--- src/logic/fetch_pkg.sv ---
package fetch_pkg;

    // widths
    localparam int ADDR_W = 32;
    localparam int INST_W = 32;
    localparam int PAIR_W = 2 * INST_W;

    // byte address, also used for redirect targets
    typedef logic [ADDR_W-1:0] addr_t;
    // one instruction word
    typedef logic [INST_W-1:0] inst_t;
    // older instr in upper half, younger in lower half
    typedef logic [PAIR_W-1:0] pair_t;

    typedef enum logic [1:0] {
        FS_RESET    = 2'd0,
        FS_FETCH    = 2'd1,
        FS_REDIRECT = 2'd2
    } fetch_state_t;

    // pc step per pair, and slot 1 offset from slot 0
    localparam addr_t PAIR_STEP = 32'd8;
    localparam addr_t SLOT_STEP = 32'd4;
    localparam addr_t RESET_PC  = 32'd0;

    // addi r8,r8,1 twice, returned off the program
    localparam pair_t NOP_PAIR =
        {32'b0000001010_000000000001_01000_01000, 32'b0000001010_000000000001_01000_01000};

    // addi r1,r1,16 / addi r2,r2,1
    localparam pair_t PROG_PAIR_0 =
        {32'b0000001010_000000010000_00001_00001, 32'b0000001010_000000000001_00010_00010};
    // addi r2,r2,1 / ld.w r3,r2,1
    localparam pair_t PROG_PAIR_4 =
        {32'b0000001010_000000000001_00010_00010, 32'b0010100010_000000000001_00010_00011};
    // ld.w r3,r2,1 / bne r2,r1,-2
    localparam pair_t PROG_PAIR_8 =
        {32'b0010100010_000000000001_00010_00011, 32'b010111_1111111111111110_00001_00010};

    // slot 1 issue permission per pair
    localparam logic PROG_FLAG_0 = 1'b1;
    localparam logic PROG_FLAG_4 = 1'b0;
    localparam logic PROG_FLAG_8 = 1'b1;

endpackage
--- src/logic/fetch_top.sv ---
`timescale 1ns/10ps

module fetch_top
    import fetch_pkg::*;
(
    input  logic  clk,
    input  logic  rstn,
    input  logic  stall,
    input  logic  redirect,
    input  addr_t redirect_pc,
    output inst_t slot0_inst,
    output addr_t slot0_pc,
    output logic  slot0_valid,
    output inst_t slot1_inst,
    output addr_t slot1_pc,
    output logic  slot1_valid
);

    // control strobes
    logic  advance;
    logic  load;
    logic  flush;

    // fetch address
    addr_t pc;

    // cache stage
    pair_t ir_reg;
    logic  flag_reg;
    logic  icache_valid_reg;

    // sequencing, sees stall to withhold advance
    fetch_ctrl u_fetch_ctrl (
        .clk      (clk),
        .rstn     (rstn),
        .stall    (stall),
        .redirect (redirect),
        .advance  (advance),
        .load     (load),
        .flush    (flush)
    );

    // pc counter, never sees stall
    pc_gen u_pc_gen (
        .clk         (clk),
        .rstn        (rstn),
        .advance     (advance),
        .load        (load),
        .redirect_pc (redirect_pc),
        .pc          (pc)
    );

    // first pipeline stage
    icache u_icache (
        .clk              (clk),
        .rstn             (rstn),
        .flush            (flush),
        .stall            (stall),
        .pc               (pc),
        .ir_reg           (ir_reg),
        .flag_reg         (flag_reg),
        .icache_valid_reg (icache_valid_reg)
    );

    // second stage, drives the slot outputs
    inst_slots u_inst_slots (
        .clk              (clk),
        .rstn             (rstn),
        .flush            (flush),
        .stall            (stall),
        .pc               (pc),
        .ir_reg           (ir_reg),
        .flag_reg         (flag_reg),
        .icache_valid_reg (icache_valid_reg),
        .slot0_inst       (slot0_inst),
        .slot1_inst       (slot1_inst),
        .slot0_pc         (slot0_pc),
        .slot1_pc         (slot1_pc),
        .slot0_valid      (slot0_valid),
        .slot1_valid      (slot1_valid)
    );

endmodule

--- src/logic/inst_slots.sv ---
`timescale 1ns/10ps

module inst_slots
    import fetch_pkg::*;
(
    input  logic  clk,
    input  logic  rstn,
    input  logic  flush,
    input  logic  stall,
    input  addr_t pc,
    input  pair_t ir_reg,
    input  logic  flag_reg,
    input  logic  icache_valid_reg,
    output inst_t slot0_inst,
    output inst_t slot1_inst,
    output addr_t slot0_pc,
    output addr_t slot1_pc,
    output logic  slot0_valid,
    output logic  slot1_valid
);

    // address of the pair now held in ir_reg
    addr_t pc_q;

    // pc stage, in step with the cache register
    always_ff @(posedge clk or negedge rstn) begin
        if (!rstn) begin
            pc_q <= RESET_PC;
        end else if (flush) begin
            pc_q <= RESET_PC;
        end else if (!stall) begin
            pc_q <= pc;
        end
    end

    // output stage, splits the pair
    always_ff @(posedge clk or negedge rstn) begin
        if (!rstn) begin
            slot0_inst  <= '0;
            slot1_inst  <= '0;
            slot0_pc    <= RESET_PC;
            slot1_pc    <= RESET_PC;
            slot0_valid <= 1'b0;
            slot1_valid <= 1'b0;
        end else if (flush) begin
            slot0_inst  <= '0;
            slot1_inst  <= '0;
            slot0_pc    <= RESET_PC;
            slot1_pc    <= RESET_PC;
            slot0_valid <= 1'b0;
            slot1_valid <= 1'b0;
        end else if (!stall) begin
            // older instr in upper half
            slot0_inst  <= ir_reg[PAIR_W-1:INST_W];
            slot1_inst  <= ir_reg[INST_W-1:0];
            slot0_pc    <= pc_q;
            slot1_pc    <= pc_q + SLOT_STEP;
            slot0_valid <= icache_valid_reg;
            // slot 1 only when the pair allows dual issue
            slot1_valid <= icache_valid_reg & flag_reg;
        end
    end

endmodule

--- src/logic/icache.sv ---
`timescale 1ns/10ps

module icache
    import fetch_pkg::*;
(
    input  logic  clk,
    input  logic  rstn,
    input  logic  flush,
    input  logic  stall,
    input  addr_t pc,
    output pair_t ir_reg,
    output logic  flag_reg,
    output logic  icache_valid_reg
);

    // lookup result before the register
    pair_t ir;
    logic  flag;

    // hard-wired program table indexed by pc
    always_comb begin
        case (pc)
            32'd0: begin
                ir   = PROG_PAIR_0;
                flag = PROG_FLAG_0;
            end
            32'd4: begin
                ir   = PROG_PAIR_4;
                flag = PROG_FLAG_4;
            end
            32'd8: begin
                ir   = PROG_PAIR_8;
                flag = PROG_FLAG_8;
            end
            // anything else hits the r8 filler
            default: begin
                ir   = NOP_PAIR;
                flag = 1'b0;
            end
        endcase
    end

    // registered output one cycle after the pc
    // flush beats stall
    always_ff @(posedge clk or negedge rstn) begin
        if (!rstn) begin
            ir_reg           <= '0;
            flag_reg         <= 1'b0;
            icache_valid_reg <= 1'b0;
        end else if (flush) begin
            ir_reg           <= '0;
            flag_reg         <= 1'b0;
            icache_valid_reg <= 1'b0;
        end else if (!stall) begin
            ir_reg           <= ir;
            flag_reg         <= flag;
            // every pc hits either the program or the filler
            icache_valid_reg <= 1'b1;
        end
    end

endmodule

--- src/logic/fetch_ctrl.sv ---
`timescale 1ns/10ps

module fetch_ctrl
    import fetch_pkg::*;
(
    input  logic clk,
    input  logic rstn,
    input  logic stall,
    input  logic redirect,
    output logic advance,
    output logic load,
    output logic flush
);

    fetch_state_t state;
    fetch_state_t state_next;

    // next state
    always_comb begin
        state_next = state;
        case (state)
            // one settling cycle after reset release
            FS_RESET: state_next = FS_FETCH;
            FS_FETCH: begin
                // redirect accepted even under stall
                if (redirect) begin
                    state_next = FS_REDIRECT;
                end
            end
            // single flush cycle, then back to fetch
            FS_REDIRECT: state_next = FS_FETCH;
            default: state_next = FS_RESET;
        endcase
    end

    always_ff @(posedge clk or negedge rstn) begin
        if (!rstn) begin
            state <= FS_RESET;
        end else begin
            state <= state_next;
        end
    end

    // step pc only in steady fetch without back-pressure
    assign advance = (state == FS_FETCH) && !stall;

    // redirect outside fetch state is dropped
    assign load = (state == FS_FETCH) && redirect;

    // redirect state clears the wrong-path pairs in flight.
    // the settling state also clears the pair looked up at RESET_PC
    // while the pc was still held, otherwise pc 0 would issue twice
    assign flush = (state == FS_REDIRECT) || (state == FS_RESET);

endmodule

--- src/logic/pc_gen.sv ---
`timescale 1ns/10ps

module pc_gen
    import fetch_pkg::*;
(
    input  logic  clk,
    input  logic  rstn,
    input  logic  advance,
    input  logic  load,
    input  addr_t redirect_pc,
    output addr_t pc
);

    // next fetch address
    addr_t pc_next;

    always_comb begin
        // hold by default
        pc_next = pc;
        if (load) begin
            // redirect wins over sequential step
            pc_next = redirect_pc;
        end else if (advance) begin
            // one pair further
            pc_next = pc + PAIR_STEP;
        end
    end

    // fetch address register
    always_ff @(posedge clk or negedge rstn) begin
        if (!rstn) begin
            pc <= RESET_PC;
        end else begin
            pc <= pc_next;
        end
    end

    // no stall input here
    // fetch_ctrl drops advance while decode is stalled,
    // so the pc freezes together with the cache stage

endmodule

--- config.mk ---
export PLATFORM = sky130hd
export DESIGN_NAME = fetch_top
export DESIGN_NICKNAME = d
export VERILOG_FILES = /design/src/logic/fetch_pkg.sv /design/src/logic/fetch_top.sv /design/src/logic/inst_slots.sv /design/src/logic/icache.sv /design/src/logic/fetch_ctrl.sv /design/src/logic/pc_gen.sv
export SDC_FILE = /design/constraint.sdc
export NUM_CORES = 1
export LEC_CHECK = 0
export BUFFER_PORTS_ARGS = -buffer_cell sky130_fd_sc_hd__buf_2
export CORE_MARGIN = 2
export CORE_UTILIZATION = 47
export CTS_BUF_LIST = sky130_fd_sc_hd__clkbuf_16
export DETAILED_ROUTE_END_ITERATION = 12
export HOLD_SLACK_MARGIN = 0.05
export PLACE_DENSITY = 0.76
export SYNTH_ARGS = -nofsm -noshare
export SYNTH_HDL_FRONTEND = slang
export SYNTH_HIERARCHICAL = 1
export SYNTH_SLANG_ARGS = --single-unit
--- constraint.sdc ---
create_clock -name clk -period 2.98 [get_ports clk]
set_input_delay 0.149 -clock clk [delete_from_list [all_inputs] [get_ports clk]]
set_output_delay 0.149 -clock clk [all_outputs]
set_load 0.05 [all_outputs]
### Yosys cells after proc, flatten, opt, wreduce, memory -nomap -nowiden

Index checks and enable logic that the tools add are counted.

| storage, ports and cells | value |
|---|---|
| register bits | 262 |
| input bits | 36 |
| logic and storage cells | 56 |

| operators by class | value |
|---|---|
| $add $sub $neg | 2 |
| eq/ne operators | 6 |
| mux-type cells | 26 |
| bitwise logic cells | 1 |
| reduce and logical (&&, ||, !) cells | 9 |

Operator list:

| operator | number |
|---|---|
| two-way mux 32 bit | 12 |
| one-hot mux 62 bit (3 select lines) | 1 |
| two-way mux 64 bit | 2 |
| adder 32 x 3 -> 32 bit, second input constant | 1 |
| adder 32 x 4 -> 32 bit, second input constant | 1 |
| equality test 32 x 3 -> 1 bit, second input constant | 1 |
| equality test 32 x 4 -> 1 bit, second input constant | 1 |
| zero test 32 bit | 1 |
| two-way mux 1 bit | 9 |
| one-hot mux 2 bit (2 select lines) | 1 |
| OR reduction 2 bit | 2 |
| equality test 2 x 1 -> 1 bit, second input constant | 1 |
| equality test 2 bit, second input constant | 1 |
| logical AND 1 bit | 2 |
| zero test 2 bit | 1 |
| two-way mux 2 bit | 1 |
| != test 2 x 1 -> 1 bit, second input constant | 1 |
| != test 2 bit, second input constant | 1 |
| nonzero test 2 bit | 1 |
| bitwise AND 1 bit | 1 |
| zero test 1 bit | 1 |
| logical OR 1 bit | 1 |

### Logic depth before layout (Yosys ltp)

Gate-level depths: netlist of run 1.

| logic depth | value |
|---|---|
| word-level depth | 5 |
| gate-level depth with buffers | 7 |

### Modules after synthesis

Netlist of run 1, hierarchy kept.

By module, submodules not included:

| module | instances | cells each | area an instance (µm²) | seq. area each (µm²) |
|---|---|---|---|---|
| inst_slots | 1 | 635 | 7,043.0 | 4,003.8 |
| pc_gen | 1 | 200 | 1,798.0 | 800.8 |
| icache | 1 | 106 | 1,024.7 | 300.3 |
| fetch_ctrl | 1 | 7 | 88.8 | 50.0 |

### Worst setup path before layout of run 1

No wires, ideal clock.

| timing | value |
|---|---|
| path type | reg2reg |
| start | register u_fetch_ctrl.state[1] |
| end | register u_pc_gen.pc[28] |
| data arrival time | 2,068 ps |
| setup slack | 830 ps |
| cell stages (with the launch flop) | 8 |
| cell sequence | dfrtp_1 > nor3b_2 > buf_2 > nand4_1 > or4_1 > clkbuf_2 > or4_1 > a31oi_1 |

| between the ends | value |
|---|---|
| cells in the longest elaborated chain, start to end | 3 |
| elaborated cells on any way between the ends | 5 |
| classes of those cells | eq/ne (1); mux (1); reduce/logical (3) |

Ends and longest elaborated chain:

| item | RTL line | source |
|---|---|---|
| from (decl) | fetch_ctrl.sv:15 | `fetch_state_t state;` |
| from (signal assigned) | fetch_ctrl.sv:40 | `state <= state_next;` |
| equality test 2 x 1 -> 1 bit | fetch_ctrl.sv:45 | `assign advance = (state == FS_FETCH) && !stall;` |
| logical AND 1 bit | fetch_ctrl.sv:45 |  |
| via advance | fetch_top.sv:20 | `logic advance;` |
| nonzero test 2 bit (no source line) | - |  |
| to (signal assigned) | pc_gen.sv:34 | `pc <= pc_next;` |
| to (decl) | pc_gen.sv:11 | `output addr_t pc` |

The timed path passes the listed nets, and every way through them passes these cells.
A chain may end at the register's enable or synchronous reset.

### Worst setup path after layout of run 1

| timing | value |
|---|---|
| start | input port stall |
| end | register u_inst_slots.slot1_pc[24] |

| between the ends | value |
|---|---|
| cells in the longest elaborated chain, start to end | 1 |

Ends and longest elaborated chain:

| item | RTL line | source |
|---|---|---|
| from (decl) | fetch_top.sv:8 | `input logic stall,` |
| != test 2 x 1 -> 1 bit (no source line) | - |  |
| to (signal assigned) | inst_slots.sv:57 | `slot1_pc <= pc_q + SLOT_STEP;` |
| to (decl) | inst_slots.sv:17 | `output addr_t slot1_pc,` |

No other way between the ends.

==> results of run 1 <==
-- critical path: stages --
cell and delay (ns):
dlygate4sd3_1 0.54, clkbuf_8 0.16, buf_12 0.64, inv_1 0.62, and4_1 0.35, nor4_1 0.26
-- metal layers --
layer	GRT usage (%)	vias to the layer above	wire length (um)
met2	33.4	243	10900
met4	4.71	0	365
met3	3.60	31	1570
li1	-	3576	-
met1	29.5	3710	10400
met5	0	-	0
-- report_power, final --
part           total (W)  switching (W)  internal (W)
registers        0.00389       0.000637       0.00326
clock network    0.00240        0.00103       0.00137
logic            0.00225        0.00156      0.000686
total            0.00854        0.00323       0.00532
-- stage by stage --
| stage | cell area, sq um | hold slack (ns) | utilization, % | cells |
|---|---|---|---|---|
| 2_1_floorplan | 10000 | -0.147 | - | 972 |
| 3_3_place_gp | 10700 | 0.290 | 51.3 | 1312 |
| 3_5_place_dp | 10700 | 0.290 | 51.3 | 1312 |
| 4_1_cts | 11700 | 0.335 | 56.0 | 1382 |
| 5_1_grt | 11700 | 0.358 | 56.0 | 1382 |
| 6_report | 11700 | 0.304 | 56.0 | 1382 |
-- cells in the final DEF (no fill, tap or decap), drive strengths merged, types with 2 or more instances in the layout --
cell           n
dfrtp        206
buf          178
nor2         175
mux2i        131
nand2         37
dlygate4sd3   35
o21ai         26
conb          25
clkbuf        25
inv           24
or4           21
nand3         21
nand4         19
nor4          16
o31ai         15
or3           15
a31oi         14
a311oi        13
xnor2         12
nor3          12
xor2          11
a211oi        10
and4           9
a21oi          6
and3           6
clkinv         6
a32o           5
a221oi         4
mux2           4
nor3b          3
and3b          2
nor2b          2
o41ai          2
a22oi          2
ha             2
a31o           2
-- timing repair --
item | in CTS | in global routing
endpoints found under the hold margin | 130 | 0
buffers inserted | 0 | 0
hold buffers | 35 | 0
resized for setup | 0 | 0
-- kinds of logic (layout without fill, tap and decap cells) --
logic type,Yosys count,count (layout),synth area share [%]
compound gates,105,105,7.37
xor+xnor,23,23,2.02
fa+ha+maj,2,2,0.251
buf+inv,133,268,7.28
flops,206,206,51.8
mux,135,135,13.6
other cells,1,25,0.0377
simple gates,343,343,17.6
-- worst max-delay path by stage --
stage | startpoint | depth (start not counted) | to
6_report | stall | 6 | u_inst_slots/slot1_pc[24]
5_1_grt | u_fetch_ctrl/state[0] | 5 | u_pc_gen/pc[28]
4_1_cts | u_fetch_ctrl/state[0] | 5 | u_pc_gen/pc[26]
3_5_place_dp | u_fetch_ctrl/state[0] | 5 | u_pc_gen/pc[26]
3_3_place_gp | u_fetch_ctrl/state[0] | 5 | u_pc_gen/pc[28]
2_1_floorplan | u_fetch_ctrl/state[1] | 7 | u_pc_gen/pc[28]
-- area by class of cell --
class                   count  area [sq um]
repair buffers            215          1330
multi-input cells         633          4170
fillers                  1796          9200
clock inverters            12          50.0
clock buffers              23           576
flip-flops and latches    206          5150
inverters                  18          70.1
well taps                 275           344
==> results.toml, run 1 <==
[synth]
ys_warn_count = 6
netlist_instances = 948
synth_common_cells = "dfrtp_1 (206), nor2_1 (174), mux2i_1 (131)"
yosysMostFrequentCell = "dfrtp_1"
mappedNetlistArea_sq_um = 9950
async_flop_share_pct = 100
synth_top_area_share_pct = 51.8
synthTopCellsByArea = "dfrtp_1 (52%), mux2i_1 (13%), nor2_1 (6.6%)"
synth-seq-cells = 206
seq_area_frac_synth_pct = 51.8
synth_edf_count = 0
avgSynthCellArea_sq_um = 10.5
synth_area_leader_cell = "dfrtp_1"
synth_cell_types = 59
synth_ff_type = "dfrtp_1"

[setup_path]
critical_path.endpoint_type = "flop"
crit_type = "input port to flop"
r2r-end = "u_pc_gen/pc[28]"
worstPathMaxFanout = 149
required_ns = 3.36
rr_worst_depth = 5
r2r_setup_slack_ns = 0.48
start_kind = "input port"
critPathArrivalTime_ns = 2.93
worstReg2RegStart = "u_fetch_ctrl/state[0]"

[cells_and_area]
final_layout_size_suffix_gt1_share_pct = 21.0
area_growth_pct = 17.4
n_antenna_cell = 0
num-nets-final = 1134

[placed_design]
portBuffers = 165
preCtsSetupSlack_ns = 0.513
dp_hpwl_um = 15500
gp_congestion = 0.861

[floorplanning]
initial_utilization_pct = 47.7
dieArea_sq_um = 22400
io_pins = 166
std_cell_rows = 53
die-width_um = 150
design.core.area_sq_um = 20900
die_h_um = 150

[sta]
post-route-period-util_pct = 85.6
hold_viol = 0
finalMaxSlewViolations = 0
fmaxAchievable_mhz = 392
fin_crit_ns = 2.55
worstMarginPinSlew_ns = 1.03
setup_viol_count_final = 0
fin_setup_tns_ns = 0
clock_skew_ns = 0.00748
setup_ws_ns = 0.430
max_slew_margin_pct = 31.1
rsz0062_at_grt = "false"

[run_status]
status = "complete, no violations"

[clock_network]
htree_levels = 1
cts.sink_count = 206
clk_latency_ns = 0.49
cts_tree = "done"
clk_pin_slew_ns = 0.06
cts_buffers = 22
cts_root_buf = "clkbuf_16"
ctsLongestPathBuffers = 3

[grt]
grt_pass1_vias = 7095
track_usage_pct = 20.7
grt.overflow.total = 0
grt_antenna_before_repair = 0
grt_max_degree = 150
grt_pass1_wl_um = 37400

[pwr]
ir_worst_vdd_v = 0.000399
power.total_w = 0.00854
p_per_area_nw_per_um2 = 731
leakage_nw = 5.78

[detailed_routing]
first_pass_iters = 5
routedWlPerCell_um = 16.8
vias_per_cell = 5.47
drc = 0
wirelength_um = 23300
ant_nets = 0
vias = 7560
drt-initial-drc-count = 525

[worst_hold_path]
hp-class = "input port to async pin"

[job]
max-cap-violations = 0
Power figures use the tool's default switching activity.
==> run 2: changes to the inputs <==
PLACE_DENSITY = 0.78   (was 0.76)
SYNTH_HIERARCHICAL = default   (was 1)
==> results.toml, run 2 <==
[cells_and_area]
final_cell_mix = "dfrtp_1 (152), buf_2 (138), nor2b_1 (75)"
final_layout_size_suffix_gt1_share_pct = 19.4
num-nets-final = 963
layout.cells.non_filler = 1163
top_regs = "u_inst_slots.pc_q: 32 flops, u_inst_slots.slot1_pc: 32 flops, u_pc_gen.pc: 32 flops"
layout_commonest_cell = "dfrtp_1"
area_growth_pct = 14.6
n_antenna_cell = 0

[synth]
synth_ff_type = "dfrtp_1"
async_flop_share_pct = 100
synth_top_family_by_area = "simple AND/OR/NAND/NOR gates"
synth_top_area_share_pct = 46.2
synthSimpleGateAreaFrac_pct = 20.9
ys_warn_count = 0
avgSynthCellArea_sq_um = 9.79
synth_common_cells = "dfrtp_1 (153), nor2b_1 (75), mux2i_1 (73)"
synth-compound-area-share_pct = 13.2
yosysMostFrequentCell = "dfrtp_1"
synth_cell_types = 59
yosys-mux-area-fraction_pct = 8.82
synth-seq-cells = 153
seq_area_frac_synth_pct = 46.2
synthTopCellsByArea = "dfrtp_1 (46%), mux2i_1 (8.8%), nor2b_1 (5.7%)"
synth_area_leader_cell = "dfrtp_1"
netlist_instances = 846
synthAdderAreaFrac_pct = 0.302
synth-xor-area-share_pct = 1.16
synth_edf_count = 0
mappedNetlistArea_sq_um = 8280

[grt]
grt.overflow.total = 0
grt_pass1_vias = 6176
track_usage_pct = 23.3
grt_pass1_wl_um = 33800
grt_antenna_before_repair = 0
grt_max_degree = 92

[sta]
post-route-period-util_pct = 80.0
finalMaxSlewViolations = 0
fin_crit_ns = 2.38
worstMarginPinSlew_ns = 0.834
fin_setup_tns_ns = 0
hold_viol = 0
clock_skew_ns = 0.00975
max_slew_margin_pct = 44.4
rsz0062_at_grt = "false"
fmaxAchievable_mhz = 420
setup_viol_count_final = 0

[detailed_routing]
ant_nets = 0
routedWlPerCell_um = 18.3
wirelength_um = 21300
drt-initial-drc-count = 718
vias = 6745
first_pass_iters = 5
vias_per_cell = 5.80
drc = 0

[setup_path]
worstPathMaxFanout = 12
r2r-end = "u_pc_gen.pc[29]"
rr_worst_depth = 5
crit_type = "flop to flop"
start_kind = "flop"
r2r_setup_slack_ns = 0.60
worstReg2RegStart = "u_pc_gen.pc[3]"
critical_path.endpoint_type = "flop"
required_ns = 3.33
slowest_stage = "dfrtp_1"
critPathArrivalTime_ns = 2.73
path_cells = "ha_1 -> nand3_1 -> or3_1 -> or4_1 -> a211oi_2"
cpPeakStageDelay_ns = 0.67

[clock_network]
htree_levels = 4
cts_setup_buffers = 0
clk_pin_slew_ns = 0.06
cts.repair.resized = 0
ctsLongestPathBuffers = 2
clk_latency_ns = 0.43
cts.sink_count = 153
cts_tree = "done"
cts_hold_buf = 16
cts_buffers = 17
cts_root_buf = "clkbuf_16"

[placed_design]
dp_hpwl_um = 14500
place_inst = 1115
portBuffers = 140
gp_congestion = 0.903

[pwr]
internal_power_w = 0.00457
power.total_w = 0.00753
leakage_nw = 4.43
switchingPower_w = 0.00296
seqPwrFrac_pct = 41.8
p_sw_share_pct = 39.3
p_comb_share_pct = 28.3
p_per_area_nw_per_um2 = 793
p_clk_share_pct = 29.8
ir_worst_vdd_v = 0.000545

[floorplanning]
die_h_um = 137
design.core.area_sq_um = 17200
dieArea_sq_um = 18700
die-width_um = 137
std_cell_rows = 48
io_pins = 166
initial_utilization_pct = 48.1

[worst_hold_path]
holdPathStages = 3
min_to = "u_pc_gen.pc[10]"
hp-class = "input port to flop"
holdCritStartpoint = "redirect_pc[10]"

[job]
max-cap-violations = 0

[run_status]
status = "complete, no violations"
## run 2: routing by layer
layer,GRT usage (%),vias up,part of all wire [%]
li1,-,3122,-
met1,34.1,3273,45
met2,34.3,310,46
met3,4.67,40,7.5
met4,7.99,0,2.1
met5,0,-,0
## run 2: per-stage QoR
step	hold slack (ns)	utilization [%]	cell area [sq um]	setup slack, ns
2_1_floorplan	-0.147	-	8370	1.01
5_1_grt	0.0815	55.1	9490	0.476
6_report	0.0621	55.1	9490	0.597
4_1_cts	0.0514	55.1	9490	0.625
3_3_place_gp	0.282	50.6	8720	0.751
3_5_place_dp	0.284	50.6	8720	0.650
## run 2: power by group through the flow
stage / combinational (W) / sequential, W / clock, W
finish: 0.00213 / 0.00315 / 0.00225
global route: 0.00231 / 0.00320 / 0.00238
CTS: 0.00213 / 0.00313 / 0.00228
detailed placement: 0.00211 / 0.00316 / 0
global placement: 0.00208 / 0.00314 / 0
floorplan: 0.00135 / 0.00334 / 0
## run 2: kinds of logic (layout without fill, tap and decap cells)
kind of cell,Yosys count,count (layout)
buffers and inverters,141,209
other,1,25
muxes,73,73
xor gates and xnor gates,11,11
and+or+nand+nor,304,304
DFF,153,153
AOI/OAI and AO/OA,161,161
adders and majority gates,2,2
## run 2: layout make-up
type	count	area [sq um]
multi-input combinational	576	3770
timing repair buffer	167	965
fill	1549	7740
clock buffer	17	425
clock inverter	15	184
tap	225	282
inverter	10	37.5
sequential	153	3830
## run 2: worst max-delay path by stage
stage / to / start / slack (ns)
finish: u_pc_gen.pc[29] / u_pc_gen.pc[3] / 0.60
global route: u_pc_gen.pc[29] / u_pc_gen.pc[3] / 0.48
CTS: u_pc_gen.pc[29] / u_pc_gen.pc[3] / 0.63
detailed placement: u_pc_gen.pc[29] / u_pc_gen.pc[3] / 0.65
global placement: u_pc_gen.pc[29] / u_pc_gen.pc[3] / 0.75
floorplan: u_inst_slots.slot1_pc[28] / u_inst_slots.pc_q[2] / 1.01
## run 2: critical path: cells and delay by family, from the launching register on
kind	cells	cell delay [ns]
AO/OA/AOI/OAI	1	0.22
adder cells (fa/ha/maj)	1	0.29
flip-flops	1	0.67
AND/OR/NAND/NOR	3	1.13
